## src/iir_consts.svh

```systemverilog
// One biquad section only: 18-bit Q1.16 data, 8-bit APB offsets, latency fixed by the sequencer
`ifndef IIR_CONSTS_SVH
`define IIR_CONSTS_SVH

// Data path widths
`define IIR_SAMPLE_W 18
`define IIR_ACC_W    48
`define IIR_FRAC_W   16
`define IIR_TAPS     5

// DSP opmode fields: X in bits 1:0, Z in bits 3:2
`define DSP_NOP      8'h00
`define DSP_XIN_MULT 8'h01
`define DSP_ZIN_ZERO 8'h00
`define DSP_ZIN_POUT 8'h08
`define DSP_XIN_MASK 8'h03
`define DSP_ZIN_MASK 8'h0C

// APB byte offsets
`define REG_CTRL   8'h00
`define REG_COEF0  8'h04
`define REG_COEF1  8'h08
`define REG_COEF2  8'h0C
`define REG_COEF3  8'h10
`define REG_COEF4  8'h14
`define REG_STATUS 8'h18

// CTRL bits
`define CTRL_ENABLE_BIT 0
`define CTRL_CLEAR_BIT  1

// Accepted input to result pulse, in cycles
`define IIR_LATENCY 14

`endif
```

## src/iir_pkg.sv

```systemverilog
// Types for a single biquad section; all widths follow the constants header
`include "iir_consts.svh"

package iir_pkg;

    // Signed input and output sample
    typedef logic signed [`IIR_SAMPLE_W-1:0] sample_t;

    // Q1.16 coefficient, feedback terms are stored negated
    typedef logic signed [`IIR_SAMPLE_W-1:0] coef_t;

    // MAC accumulator
    typedef logic signed [`IIR_ACC_W-1:0] acc_t;

    // DSP opmode word, X and Z fields
    typedef logic [7:0] dsp_opmode_t;

    // One microcode step, one bit per task
    typedef logic [15:0] seq_task_t;

endpackage

```

## src/iir_filter_top.sv

```systemverilog
// Single biquad with APB3 setup; no output back-pressure, result valid is a one-cycle pulse
`timescale 1ns/100ps

module iir_filter_top (
    input  logic             clk,
    input  logic             reset,
    input  logic             psel,
    input  logic             penable,
    input  logic             pwrite,
    input  logic [7:0]       paddr,
    input  logic [31:0]      pwdata,
    output logic [31:0]      prdata,
    output logic             pready,
    output logic             pslverr,
    input  iir_pkg::sample_t sample_in,
    input  logic             sample_in_valid,
    output logic             sample_in_ready,
    output iir_pkg::sample_t sample_out,
    output logic             sample_out_valid
);

    import iir_pkg::*;

    coef_t       coef0;
    coef_t       coef1;
    coef_t       coef2;
    coef_t       coef3;
    coef_t       coef4;
    logic        enable;
    logic        clear_hist;
    logic        busy;
    dsp_opmode_t opmode;
    coef_t       mul_a;
    sample_t     mul_b;
    acc_t        acc;

    // Register block, counts every result pulse
    iir_coef_regs iir_coef_regs_i (
        .clk          (clk),
        .reset        (reset),
        .psel         (psel),
        .penable      (penable),
        .pwrite       (pwrite),
        .paddr        (paddr),
        .pwdata       (pwdata),
        .busy         (busy),
        .result_pulse (sample_out_valid),
        .prdata       (prdata),
        .pready       (pready),
        .pslverr      (pslverr),
        .enable       (enable),
        .clear_hist   (clear_hist),
        .coef0        (coef0),
        .coef1        (coef1),
        .coef2        (coef2),
        .coef3        (coef3),
        .coef4        (coef4)
    );

    iir_biquad_seq iir_biquad_seq_i (
        .clk              (clk),
        .reset            (reset),
        .enable           (enable),
        .clear_hist       (clear_hist),
        .coef0            (coef0),
        .coef1            (coef1),
        .coef2            (coef2),
        .coef3            (coef3),
        .coef4            (coef4),
        .sample_in        (sample_in),
        .sample_in_valid  (sample_in_valid),
        .acc              (acc),
        .sample_in_ready  (sample_in_ready),
        .sample_out       (sample_out),
        .sample_out_valid (sample_out_valid),
        .busy             (busy),
        .opmode           (opmode),
        .mul_a            (mul_a),
        .mul_b            (mul_b)
    );

    // Shared multiply-accumulate slice
    dsp_mac dsp_mac_i (
        .clk    (clk),
        .reset  (reset),
        .opmode (opmode),
        .mul_a  (mul_a),
        .mul_b  (mul_b),
        .acc    (acc)
    );

endmodule

```

## src/iir_biquad_seq.sv

```systemverilog
// Fixed program for one biquad; result wraps to 18 bits, clear_hist is dropped unless idle
`timescale 1ns/100ps
`include "iir_consts.svh"

module iir_biquad_seq (
    input  logic                 clk,
    input  logic                 reset,
    input  logic                 enable,
    input  logic                 clear_hist,
    input  iir_pkg::coef_t       coef0,
    input  iir_pkg::coef_t       coef1,
    input  iir_pkg::coef_t       coef2,
    input  iir_pkg::coef_t       coef3,
    input  iir_pkg::coef_t       coef4,
    input  iir_pkg::sample_t     sample_in,
    input  logic                 sample_in_valid,
    input  iir_pkg::acc_t        acc,
    output logic                 sample_in_ready,
    output iir_pkg::sample_t     sample_out,
    output logic                 sample_out_valid,
    output logic                 busy,
    output iir_pkg::dsp_opmode_t opmode,
    output iir_pkg::coef_t       mul_a,
    output iir_pkg::sample_t     mul_b
);

    import iir_pkg::*;

    // Task bits of a microcode step
    localparam seq_task_t T_WAIT_IN   = 16'h0001;
    localparam seq_task_t T_PUSH_X    = 16'h0002;
    localparam seq_task_t T_MUL_IN    = 16'h0004;
    localparam seq_task_t T_MUL_XY    = 16'h0008;
    localparam seq_task_t T_INC_I     = 16'h0010;
    localparam seq_task_t T_CLR_I     = 16'h0020;
    localparam seq_task_t T_RPT_TAPS  = 16'h0040;
    localparam seq_task_t T_RPT_DRAIN = 16'h0080;
    localparam seq_task_t T_CAPTURE   = 16'h0100;
    localparam seq_task_t T_PUSH_Y    = 16'h0200;
    localparam seq_task_t T_JP_0      = 16'h0400;

    // Six fixed steps plus the drain make up the latency; the MAC itself needs 3
    localparam int DRAIN_CYCLES = `IIR_LATENCY - 6;
    localparam int TAP_RPT      = `IIR_TAPS - 2;
    localparam int RES_LSB      = `IIR_FRAC_W;
    localparam int RES_MSB      = `IIR_FRAC_W + `IIR_SAMPLE_W - 1;

    logic [2:0] pc;
    seq_task_t  tasks;
    logic [3:0] rpt_cnt;
    logic [3:0] rpt_max;
    logic       rpt_hold;
    logic [2:0] idx;
    logic       idle;
    logic       accept;
    sample_t    sample_q;
    sample_t    xy_dly [`IIR_TAPS];
    coef_t      coefs [`IIR_TAPS];
    sample_t    result;

    // --------------------------------------------------
    // Microcode table
    // --------------------------------------------------
    always_comb begin
        case (pc)
            3'd0:    tasks = T_WAIT_IN;
            3'd1:    tasks = T_PUSH_X | T_MUL_IN | T_INC_I;
            3'd2:    tasks = T_RPT_TAPS | T_MUL_XY | T_INC_I;
            3'd3:    tasks = T_MUL_XY | T_CLR_I;
            3'd4:    tasks = T_RPT_DRAIN;
            3'd5:    tasks = T_CAPTURE | T_PUSH_Y;
            default: tasks = T_JP_0;
        endcase
    end

    assign idle            = (tasks & T_WAIT_IN) != '0;
    assign sample_in_ready = enable && idle;
    assign accept          = sample_in_valid && sample_in_ready;
    assign busy            = !idle;

    // Program counter
    always_ff @(posedge clk or posedge reset) begin
        if (reset) begin
            pc <= 3'd0;
        end else if ((tasks & T_JP_0) != '0) begin
            pc <= 3'd0;
        end else if ((idle && !accept) || rpt_hold) begin
            pc <= pc;
        end else begin
            pc <= pc + 3'd1;
        end
    end

    // Repeat counter holds the pc on a repeated step
    always_comb begin
        if ((tasks & T_RPT_TAPS) != '0) begin
            rpt_max = 4'(TAP_RPT - 1);
        end else if ((tasks & T_RPT_DRAIN) != '0) begin
            rpt_max = 4'(DRAIN_CYCLES - 1);
        end else begin
            rpt_max = 4'd0;
        end
    end

    assign rpt_hold = (rpt_cnt != rpt_max);

    always_ff @(posedge clk or posedge reset) begin
        if (reset) begin
            rpt_cnt <= 4'd0;
        end else if (rpt_hold) begin
            rpt_cnt <= rpt_cnt + 4'd1;
        end else begin
            rpt_cnt <= 4'd0;
        end
    end

    // Index register, shared by coefficients and delay line
    always_ff @(posedge clk or posedge reset) begin
        if (reset) begin
            idx <= 3'd0;
        end else if ((tasks & T_CLR_I) != '0) begin
            idx <= 3'd0;
        end else if ((tasks & T_INC_I) != '0) begin
            idx <= idx + 3'd1;
        end
    end

    // --------------------------------------------------
    // Sample register and delay line
    // --------------------------------------------------
    always_ff @(posedge clk) begin
        if (accept) begin
            sample_q <= sample_in;
        end
    end

    assign result = acc[RES_MSB:RES_LSB];

    // Entries 0..2 are x0..x2, 3..4 are y1..y2
    always_ff @(posedge clk or posedge reset) begin
        if (reset) begin
            for (int k = 0; k < `IIR_TAPS; k++) begin
                xy_dly[k] <= '0;
            end
        end else if (idle && clear_hist) begin
            for (int k = 0; k < `IIR_TAPS; k++) begin
                xy_dly[k] <= '0;
            end
        end else if ((tasks & T_PUSH_X) != '0) begin
            xy_dly[0] <= sample_q;
            xy_dly[1] <= xy_dly[0];
            xy_dly[2] <= xy_dly[1];
        end else if ((tasks & T_PUSH_Y) != '0) begin
            xy_dly[3] <= result;
            xy_dly[4] <= xy_dly[3];
        end
    end

    assign coefs[0] = coef0;
    assign coefs[1] = coef1;
    assign coefs[2] = coef2;
    assign coefs[3] = coef3;
    assign coefs[4] = coef4;

    // --------------------------------------------------
    // MAC issue
    // --------------------------------------------------
    always_ff @(posedge clk or posedge reset) begin
        if (reset) begin
            opmode <= `DSP_NOP;
        end else if ((tasks & T_MUL_IN) != '0) begin
            opmode <= `DSP_XIN_MULT | `DSP_ZIN_ZERO;
        end else if ((tasks & T_MUL_XY) != '0) begin
            opmode <= `DSP_XIN_MULT | `DSP_ZIN_POUT;
        end else begin
            opmode <= `DSP_NOP;
        end
    end

    // First product takes the new sample before it reaches the delay line
    always_ff @(posedge clk) begin
        if ((tasks & T_MUL_IN) != '0) begin
            mul_a <= coefs[idx];
            mul_b <= sample_q;
        end else if ((tasks & T_MUL_XY) != '0) begin
            mul_a <= coefs[idx];
            mul_b <= xy_dly[idx];
        end else begin
            mul_a <= '0;
            mul_b <= '0;
        end
    end

    // Result capture
    always_ff @(posedge clk or posedge reset) begin
        if (reset) begin
            sample_out_valid <= 1'b0;
        end else begin
            sample_out_valid <= (tasks & T_CAPTURE) != '0;
        end
    end

    always_ff @(posedge clk) begin
        if ((tasks & T_CAPTURE) != '0) begin
            sample_out <= result;
        end
    end

endmodule

```

## src/iir_coef_regs.sv

```systemverilog
// APB3 slave, no wait states; coefficient writes act at once, so write them only while idle
`timescale 1ns/100ps
`include "iir_consts.svh"

module iir_coef_regs (
    input  logic            clk,
    input  logic            reset,
    input  logic            psel,
    input  logic            penable,
    input  logic            pwrite,
    input  logic [7:0]      paddr,
    input  logic [31:0]     pwdata,
    input  logic            busy,
    input  logic            result_pulse,
    output logic [31:0]     prdata,
    output logic            pready,
    output logic            pslverr,
    output logic            enable,
    output logic            clear_hist,
    output iir_pkg::coef_t  coef0,
    output iir_pkg::coef_t  coef1,
    output iir_pkg::coef_t  coef2,
    output iir_pkg::coef_t  coef3,
    output iir_pkg::coef_t  coef4
);

    import iir_pkg::*;

    coef_t       coef_q [`IIR_TAPS];
    logic [2:0]  coef_idx;
    logic        coef_hit;
    logic        ctrl_hit;
    logic        status_hit;
    logic        wr_en;
    logic [15:0] out_cnt;

    // --------------------------------------------------
    // Address decode
    // --------------------------------------------------
    always_comb begin
        coef_hit   = 1'b0;
        coef_idx   = 3'd0;
        ctrl_hit   = 1'b0;
        status_hit = 1'b0;
        case (paddr)
            `REG_CTRL:   ctrl_hit = 1'b1;
            `REG_COEF0: begin
                coef_hit = 1'b1;
                coef_idx = 3'd0;
            end
            `REG_COEF1: begin
                coef_hit = 1'b1;
                coef_idx = 3'd1;
            end
            `REG_COEF2: begin
                coef_hit = 1'b1;
                coef_idx = 3'd2;
            end
            `REG_COEF3: begin
                coef_hit = 1'b1;
                coef_idx = 3'd3;
            end
            `REG_COEF4: begin
                coef_hit = 1'b1;
                coef_idx = 3'd4;
            end
            `REG_STATUS: status_hit = 1'b1;
            default: ;
        endcase
    end

    // Access phase write strobe
    assign wr_en   = psel && penable && pwrite;
    assign pready  = 1'b1;
    assign pslverr = psel && penable && !(ctrl_hit || coef_hit || status_hit);

    // --------------------------------------------------
    // Register writes
    // --------------------------------------------------
    always_ff @(posedge clk or posedge reset) begin
        if (reset) begin
            enable     <= 1'b0;
            clear_hist <= 1'b0;
            for (int k = 0; k < `IIR_TAPS; k++) begin
                coef_q[k] <= '0;
            end
        end else begin
            // Self-clearing, high for one cycle
            clear_hist <= wr_en && ctrl_hit && pwdata[`CTRL_CLEAR_BIT];
            if (wr_en && ctrl_hit) begin
                enable <= pwdata[`CTRL_ENABLE_BIT];
            end
            if (wr_en && coef_hit) begin
                coef_q[coef_idx] <= coef_t'(pwdata[`IIR_SAMPLE_W-1:0]);
            end
        end
    end

    // Output counter, wraps at 16 bits
    always_ff @(posedge clk or posedge reset) begin
        if (reset) begin
            out_cnt <= 16'd0;
        end else if (result_pulse) begin
            out_cnt <= out_cnt + 16'd1;
        end
    end

    // Read mux, coefficients come back sign-extended
    always_comb begin
        prdata = 32'd0;
        if (psel && !pwrite) begin
            if (ctrl_hit) begin
                prdata[`CTRL_ENABLE_BIT] = enable;
            end else if (status_hit) begin
                prdata = {15'd0, busy, out_cnt};
            end else if (coef_hit) begin
                prdata = 32'(coef_q[coef_idx]);
            end
        end
    end

    assign coef0 = coef_q[0];
    assign coef1 = coef_q[1];
    assign coef2 = coef_q[2];
    assign coef3 = coef_q[3];
    assign coef4 = coef_q[4];

endmodule

```

## src/dsp_mac.sv

```systemverilog
// Behavioural DSP48-style MAC, three register stages; only the opmodes of the header are decoded
`timescale 1ns/100ps
`include "iir_consts.svh"

module dsp_mac (
    input  logic                 clk,
    input  logic                 reset,
    input  iir_pkg::dsp_opmode_t opmode,
    input  iir_pkg::coef_t       mul_a,
    input  iir_pkg::sample_t     mul_b,
    output iir_pkg::acc_t        acc
);

    import iir_pkg::*;

    localparam int PROD_W = 2 * `IIR_SAMPLE_W;

    dsp_opmode_t              op_in_q;
    dsp_opmode_t              op_prod_q;
    coef_t                    a_q;
    sample_t                  b_q;
    logic signed [PROD_W-1:0] prod_q;
    logic                     x_mult;
    logic                     z_pout;

    // --------------------------------------------------
    // Opmode pipeline, follows the data stage by stage
    // --------------------------------------------------
    always_ff @(posedge clk or posedge reset) begin
        if (reset) begin
            op_in_q   <= `DSP_NOP;
            op_prod_q <= `DSP_NOP;
        end else begin
            op_in_q   <= opmode;
            op_prod_q <= op_in_q;
        end
    end

    // Input and product registers
    always_ff @(posedge clk) begin
        a_q    <= mul_a;
        b_q    <= mul_b;
        prod_q <= a_q * b_q;
    end

    assign x_mult = (op_prod_q & `DSP_XIN_MASK) == `DSP_XIN_MULT;
    assign z_pout = (op_prod_q & `DSP_ZIN_MASK) == `DSP_ZIN_POUT;

    // Accumulate stage, no multiply in X means hold
    always_ff @(posedge clk or posedge reset) begin
        if (reset) begin
            acc <= '0;
        end else if (x_mult) begin
            if (z_pout) begin
                acc <= acc + acc_t'(prod_q);
            end else begin
                acc <= acc_t'(prod_q);
            end
        end
    end

endmodule

```

## config.mk

```make
export PLATFORM = sky130hd
export DESIGN_NAME = iir_filter_top
export DESIGN_NICKNAME = d
export VERILOG_FILES = /design/src/iir_pkg.sv /design/src/iir_filter_top.sv /design/src/iir_biquad_seq.sv /design/src/iir_coef_regs.sv /design/src/dsp_mac.sv
export VERILOG_INCLUDE_DIRS = /design/src
export SDC_FILE = /design/constraint.sdc
export NUM_CORES = 2
export LEC_CHECK = 0
export BUFFER_PORTS_ARGS = -buffer_cell sky130_fd_sc_hd__buf_2
export CORE_MARGIN = 2
export CORE_UTILIZATION = 30
export DETAILED_ROUTE_END_ITERATION = 8
export PLACE_DENSITY_LB_ADDON = 0.1
export SLEW_MARGIN = 10
export SYNTH_ARGS = -nofsm -noshare
export SYNTH_HDL_FRONTEND = slang
export SYNTH_HIERARCHICAL = 1
export SYNTH_SLANG_ARGS = --single-unit
```

## constraint.sdc

```tcl
create_clock -name clk -period 15.15 [get_ports clk]
set_input_delay 0.7575 -clock clk [delete_from_list [all_inputs] [get_ports clk]]
set_output_delay 0.7575 -clock clk [all_outputs]
set_load 0.05 [all_outputs]
```

# After elaboration in Yosys (flattened, before gate mapping)
# Index checks and enable logic that the tools add are counted.
[classes]
addsub = 5
multipliers = 1
order_cmp = 3
eq_ne = 16
mux = 40
n_bitwise = 2
n_reduce_logical = 26
[op_table]
columns = ["operator", "n"]
rows = [
  ["18-bit 2-to-1 mux", 11],
  ["18-bit binary-select mux with 3-bit select", 3],
  ["32-bit 2-to-1 mux", 3],
  ["90-bit bitwise mux", 1],
  ["90-bit 2-to-1 mux", 1],
  ["36-bit 2-to-1 mux", 2],
  ["11-bit case mux with 6 select lines", 1],
  ["18-bit demux with 3-bit select", 1],
  ["54-bit 2-to-1 mux", 1],
  ["48-bit by 36-bit adder with 48-bit output", 1],
  ["48-bit 2-to-1 mux", 1],
  ["18-bit by 18-bit multiplier with 36-bit output", 1],
  ["31-bit 2-to-1 mux", 1],
  ["8-bit by 5-bit == test with 1-bit output, second input constant", 3],
  ["3-bit 2-to-1 mux", 6],
  ["16-bit by 1-bit adder with 16-bit output, second input constant", 1],
  ["8-bit by 4-bit == test with 1-bit output, second input constant", 2],
  ["1-bit logical AND", 12],
  ["4-bit 2-to-1 mux", 3],
  ["3-bit case mux with 4 select lines", 1],
  ["8-bit by 3-bit == test with 1-bit output, second input constant", 1],
  ["4-bit greater-or-equal comparator, second input constant", 2],
  ["8-bit zero test", 1],
  ["3-bit NOT with 4-bit output", 2],
  ["other kinds (18)", 31],
]
[word_totals]
register_bits = 413
inputBits = 64
output_inout_bits = 54
word_cells = 121

# Logic depth before layout (Yosys ltp)
[logic_depth]
depth_word = 10
mapped_depth = 27
mapped_depth_nobuf = 26

# Modules after synthesis
# The synthesis kept the hierarchy.
[modules_own_cells]
columns = ["mod", "instances", "cells_per_inst", "area_per_inst_um2", "seq_area_each_um2"]
rows = [
  ["dsp_mac", 1, 1982, 18131.1, 2842.7],
  ["iir_biquad_seq", 1, 672, 7430.9, 4379.2],
  ["iir_coef_regs", 1, 432, 5253.8, 2702.6],
]

# Worst setup path after synthesis
# No wires, ideal clock.
[synth_path]
path_kind = "reg-to-reg"
from = "register dsp_mac_i.b_q[9]"
to = "register dsp_mac_i.prod_q[32]"
setup_time_ps = 72
arrival_ps = 6066
required_time_ps = 15078
setup_slack_ps = 9012
path_stages_with_launch = 25
path_buffers = 2
synth_period_minus_slack_ps = 6138
cell_sequence = "dfxtp_1 -> clkbuf_1 -> clkbuf_1 -> nand2_1 -> fa_1 -> inv_1 -> fa_1 -> fa_1 -> fa_1 -> fa_1 -> inv_1 -> fa_1 -> inv_1 -> ha_1 -> a21o_1 -> a21o_1 -> a21o_1 -> a21o_1 -> a21o_1 -> a21o_1 -> a31oi_1 -> o21ai_0 -> a21o_1 -> a21oi_1 -> xnor2_1"
[synth_via]
elab_chain_cells = 1
[synth_rtl]
columns = ["item", "line", "text"]
rows = [
  ["start, declared", "dsp_mac.sv:21", "sample_t b_q;"],
  ["start signal, assigned", "dsp_mac.sv:42", "b_q <= mul_b;"],
  ["18-bit by 18-bit multiplier with 36-bit output", "dsp_mac.sv:43", "prod_q <= a_q * b_q;"],
  ["end signal, assigned", "dsp_mac.sv:43", ""],
  ["end, declared", "dsp_mac.sv:22", "logic signed [PROD_W-1:0] prod_q;"],
]
# No other way between the ends.
# A chain may end at the register's enable or synchronous reset.

# Final worst setup path
[layout_path]
from = "register dsp_mac_i.b_q[3]"
to = "register dsp_mac_i.prod_q[32]"
# Same word-level chain as after synthesis.

==> metrics <==
r2r worst-path depth=22; Max IR drop VDD=0.0920 mV; crit start category=register; Seq pwr share=41.8%; final setup fails=0; Crit Path Max Fanout=18; drt drc=0; CTS clk-pin slew, worst paths=0.06 ns; first-pass GRT wire length=126000 microns; status=completed; Syn Std Cell Area=29100 sq um; Critical Path AT=7.39 ns; H-Tree Depth=2; power density over the cells=108 nW/um^2; Yosys warnings=6; Comb power frac=26.8%; sw power=1.25 mW; Internal=2.22 mW; die width=315 microns; port bufs=102; commonest non-fill, non-tap cell in the layout=nand2_1; drt total wl=79600 microns; Max Clk Rate=146 MHz; vias in the first global route=21.4k; RSZ-0062 raised after global routing=false; relative max-transition margin=17.3%; hold_buf cts=0; Layout Utilization=33.5%; post-DP HPWL=57200 microns; Initial DRC Count=1152; Vias=19.9k; TritonCTS Sinks=395; Total GRT Usage=16.3%; fin nets=3432; filler instances=9811; postcts setup bufs=0; Area growth syn-to-layout=11.0%; Row Count=114; CP endpoint kind=register; slew of the pin with the lowest slew margin=1.24 ns; CP Class=register to register; # resized after CTS=0; number of max-cap violations=0; Die Height=315 microns; ant diodes=0; CTS Root Cell=clkbuf_16; Hold Vio Cnt, Final=0; Setup TNS=0 ns; final period utilization=45.3%; Num CTS Buffers=46; Worst Hold Class=primary input to asynchronous set/reset pin; Pleak=15.3 nW; Via density=4.72; Clk pwr share=31.5%; Mapped Cells=2876; num ports=118; Sw Share=36.0%; CP required=15.68 ns; Final Wtd Congestion=0.766; clk_lat worst skew=0.61 ns; worst clock skew=0.0271 ns; die area=99300 sq um; largest net degree at the start of global routing=91; Pins Over Slew Limit=0; CTS tree=done; Overflow after GRT=0; Tmin final=6.86 ns; Initial DRT Pass Iterations=5; routed len/inst=18.8 microns; commonest non-fill, non-tap cells in the layout=nand2_1 (412), inv_1 (410), fa_1 (324), dfrtp_1 (251), a21oi_1 (178); Initial Util=30.2%; Avg Inst Size Synth=10.1 sq um; Core Area=96300 sq um; initial antenna violation count=3; Antenna Nets Post-Route=0; Max clock buf depth=3; layout cell share with drive strength beyond 1=12.7%
-- registers in the layout (all words and copies together) (netlist names), 4 cells and up --
signal                       flops
dsp_mac_i/a_q                   18
dsp_mac_i/acc                   34
dsp_mac_i/b_q                   18
dsp_mac_i/op_in_q                4
dsp_mac_i/op_prod_q              4
dsp_mac_i/prod_q                34
iir_biquad_seq_i/mul_a          18
iir_biquad_seq_i/mul_b          18
iir_biquad_seq_i/rpt_cnt         4
iir_biquad_seq_i/sample_out     18
iir_biquad_seq_i/sample_q       18
iir_biquad_seq_i/xy_dly         90
iir_coef_regs_i/coef0           18
iir_coef_regs_i/coef1           18
iir_coef_regs_i/coef2           18
iir_coef_regs_i/coef3           18
iir_coef_regs_i/coef4           18
iir_coef_regs_i/out_cnt         16
-- layout make-up --
type                       instances  area, sq um  share of cell area, %
timing repair buffer             139          788                   2.44
clock inverter                    15          130                  0.403
multi-input combinational       1913        17300                   53.6
tap                             1276         1600                   4.95
inverter                         416         1570                   4.86
clock buffer                      71         1360                   4.21
sequential                       395         9540                   29.6
-- metal layers --
| metal | track usage [%] | part of all wire, % |
|---|---|---|
| met2 | 28.3 | 50 |
| met4 | 3.44 | 1.6 |
| met1 | 21.8 | 45 |
| met5 | 0 | 0.034 |
| met3 | 1.97 | 3.2 |
-- path summary, 6_finish.rpt --
check	slack, ns	start	end
min in group clk	0.32	sample_in[14]	iir_biquad_seq_i/sample_q[14]
worst min register to register	0.32	iir_biquad_seq_i/mul_a[13]	dsp_mac_i/a_q[13]
worst max register to register	8.29	dsp_mac_i/b_q[3]	dsp_mac_i/prod_q[32]
worst min-delay path	0.19	reset	iir_biquad_seq_i/idx[2]
max in group asynchronous	13.52	reset	iir_coef_regs_i/coef2[10]
worst max-delay path	8.29	dsp_mac_i/b_q[3]	dsp_mac_i/prod_q[32]
-- power groups by stage --
stage          Combinational (mW)  Sequential (mW)  Clock [mW]
5_1_grt                      1.04             1.48        1.18
3_5_place_dp                0.944             1.48           0
2_1_floorplan               0.723             1.34           0
3_3_place_gp                0.930             1.47           0
6_report                    0.930             1.45        1.09
4_1_cts                     0.949             1.46        1.13
-- critical path: stages (launching register included) --
cell and delay, ns:
dfxtp_1 0.91, nand2_1 0.30, fa_1 0.56, fa_1 0.51, fa_1 0.51, inv_1 0.05
fa_1 0.51, fa_1 0.49, inv_1 0.05, fa_1 0.51, inv_1 0.05, ha_1 0.33
a21o_1 0.18, a21o_1 0.17, a21o_1 0.18, a21o_1 0.17, a21o_1 0.18, a21o_1 0.17
a31oi_1 0.21, o21ai_0 0.20, a21o_1 0.21, a21oi_1 0.16, xnor2_1 0.13
-- metrics by stage --
| stage | area [sq um] | worst slack [ns] | std cells | power [mW] | hold WS, ns |
|---|---|---|---|---|---|
| after floorplan | 29100 | 9.04 | 2877 | 2.07 | 0.310 |
| after global routing | 32300 | 7.79 | 4225 | 3.71 | 0.202 |
| after global placement | 30800 | 8.19 | 4139 | 2.40 | 0.314 |
| final | 32300 | 8.29 | 4225 | 3.47 | 0.194 |
| after detailed placement | 30800 | 8.22 | 4139 | 2.42 | 0.312 |
| after CTS | 32300 | 8.16 | 4225 | 3.54 | 0.180 |
Power figures use the tool's default switching activity.
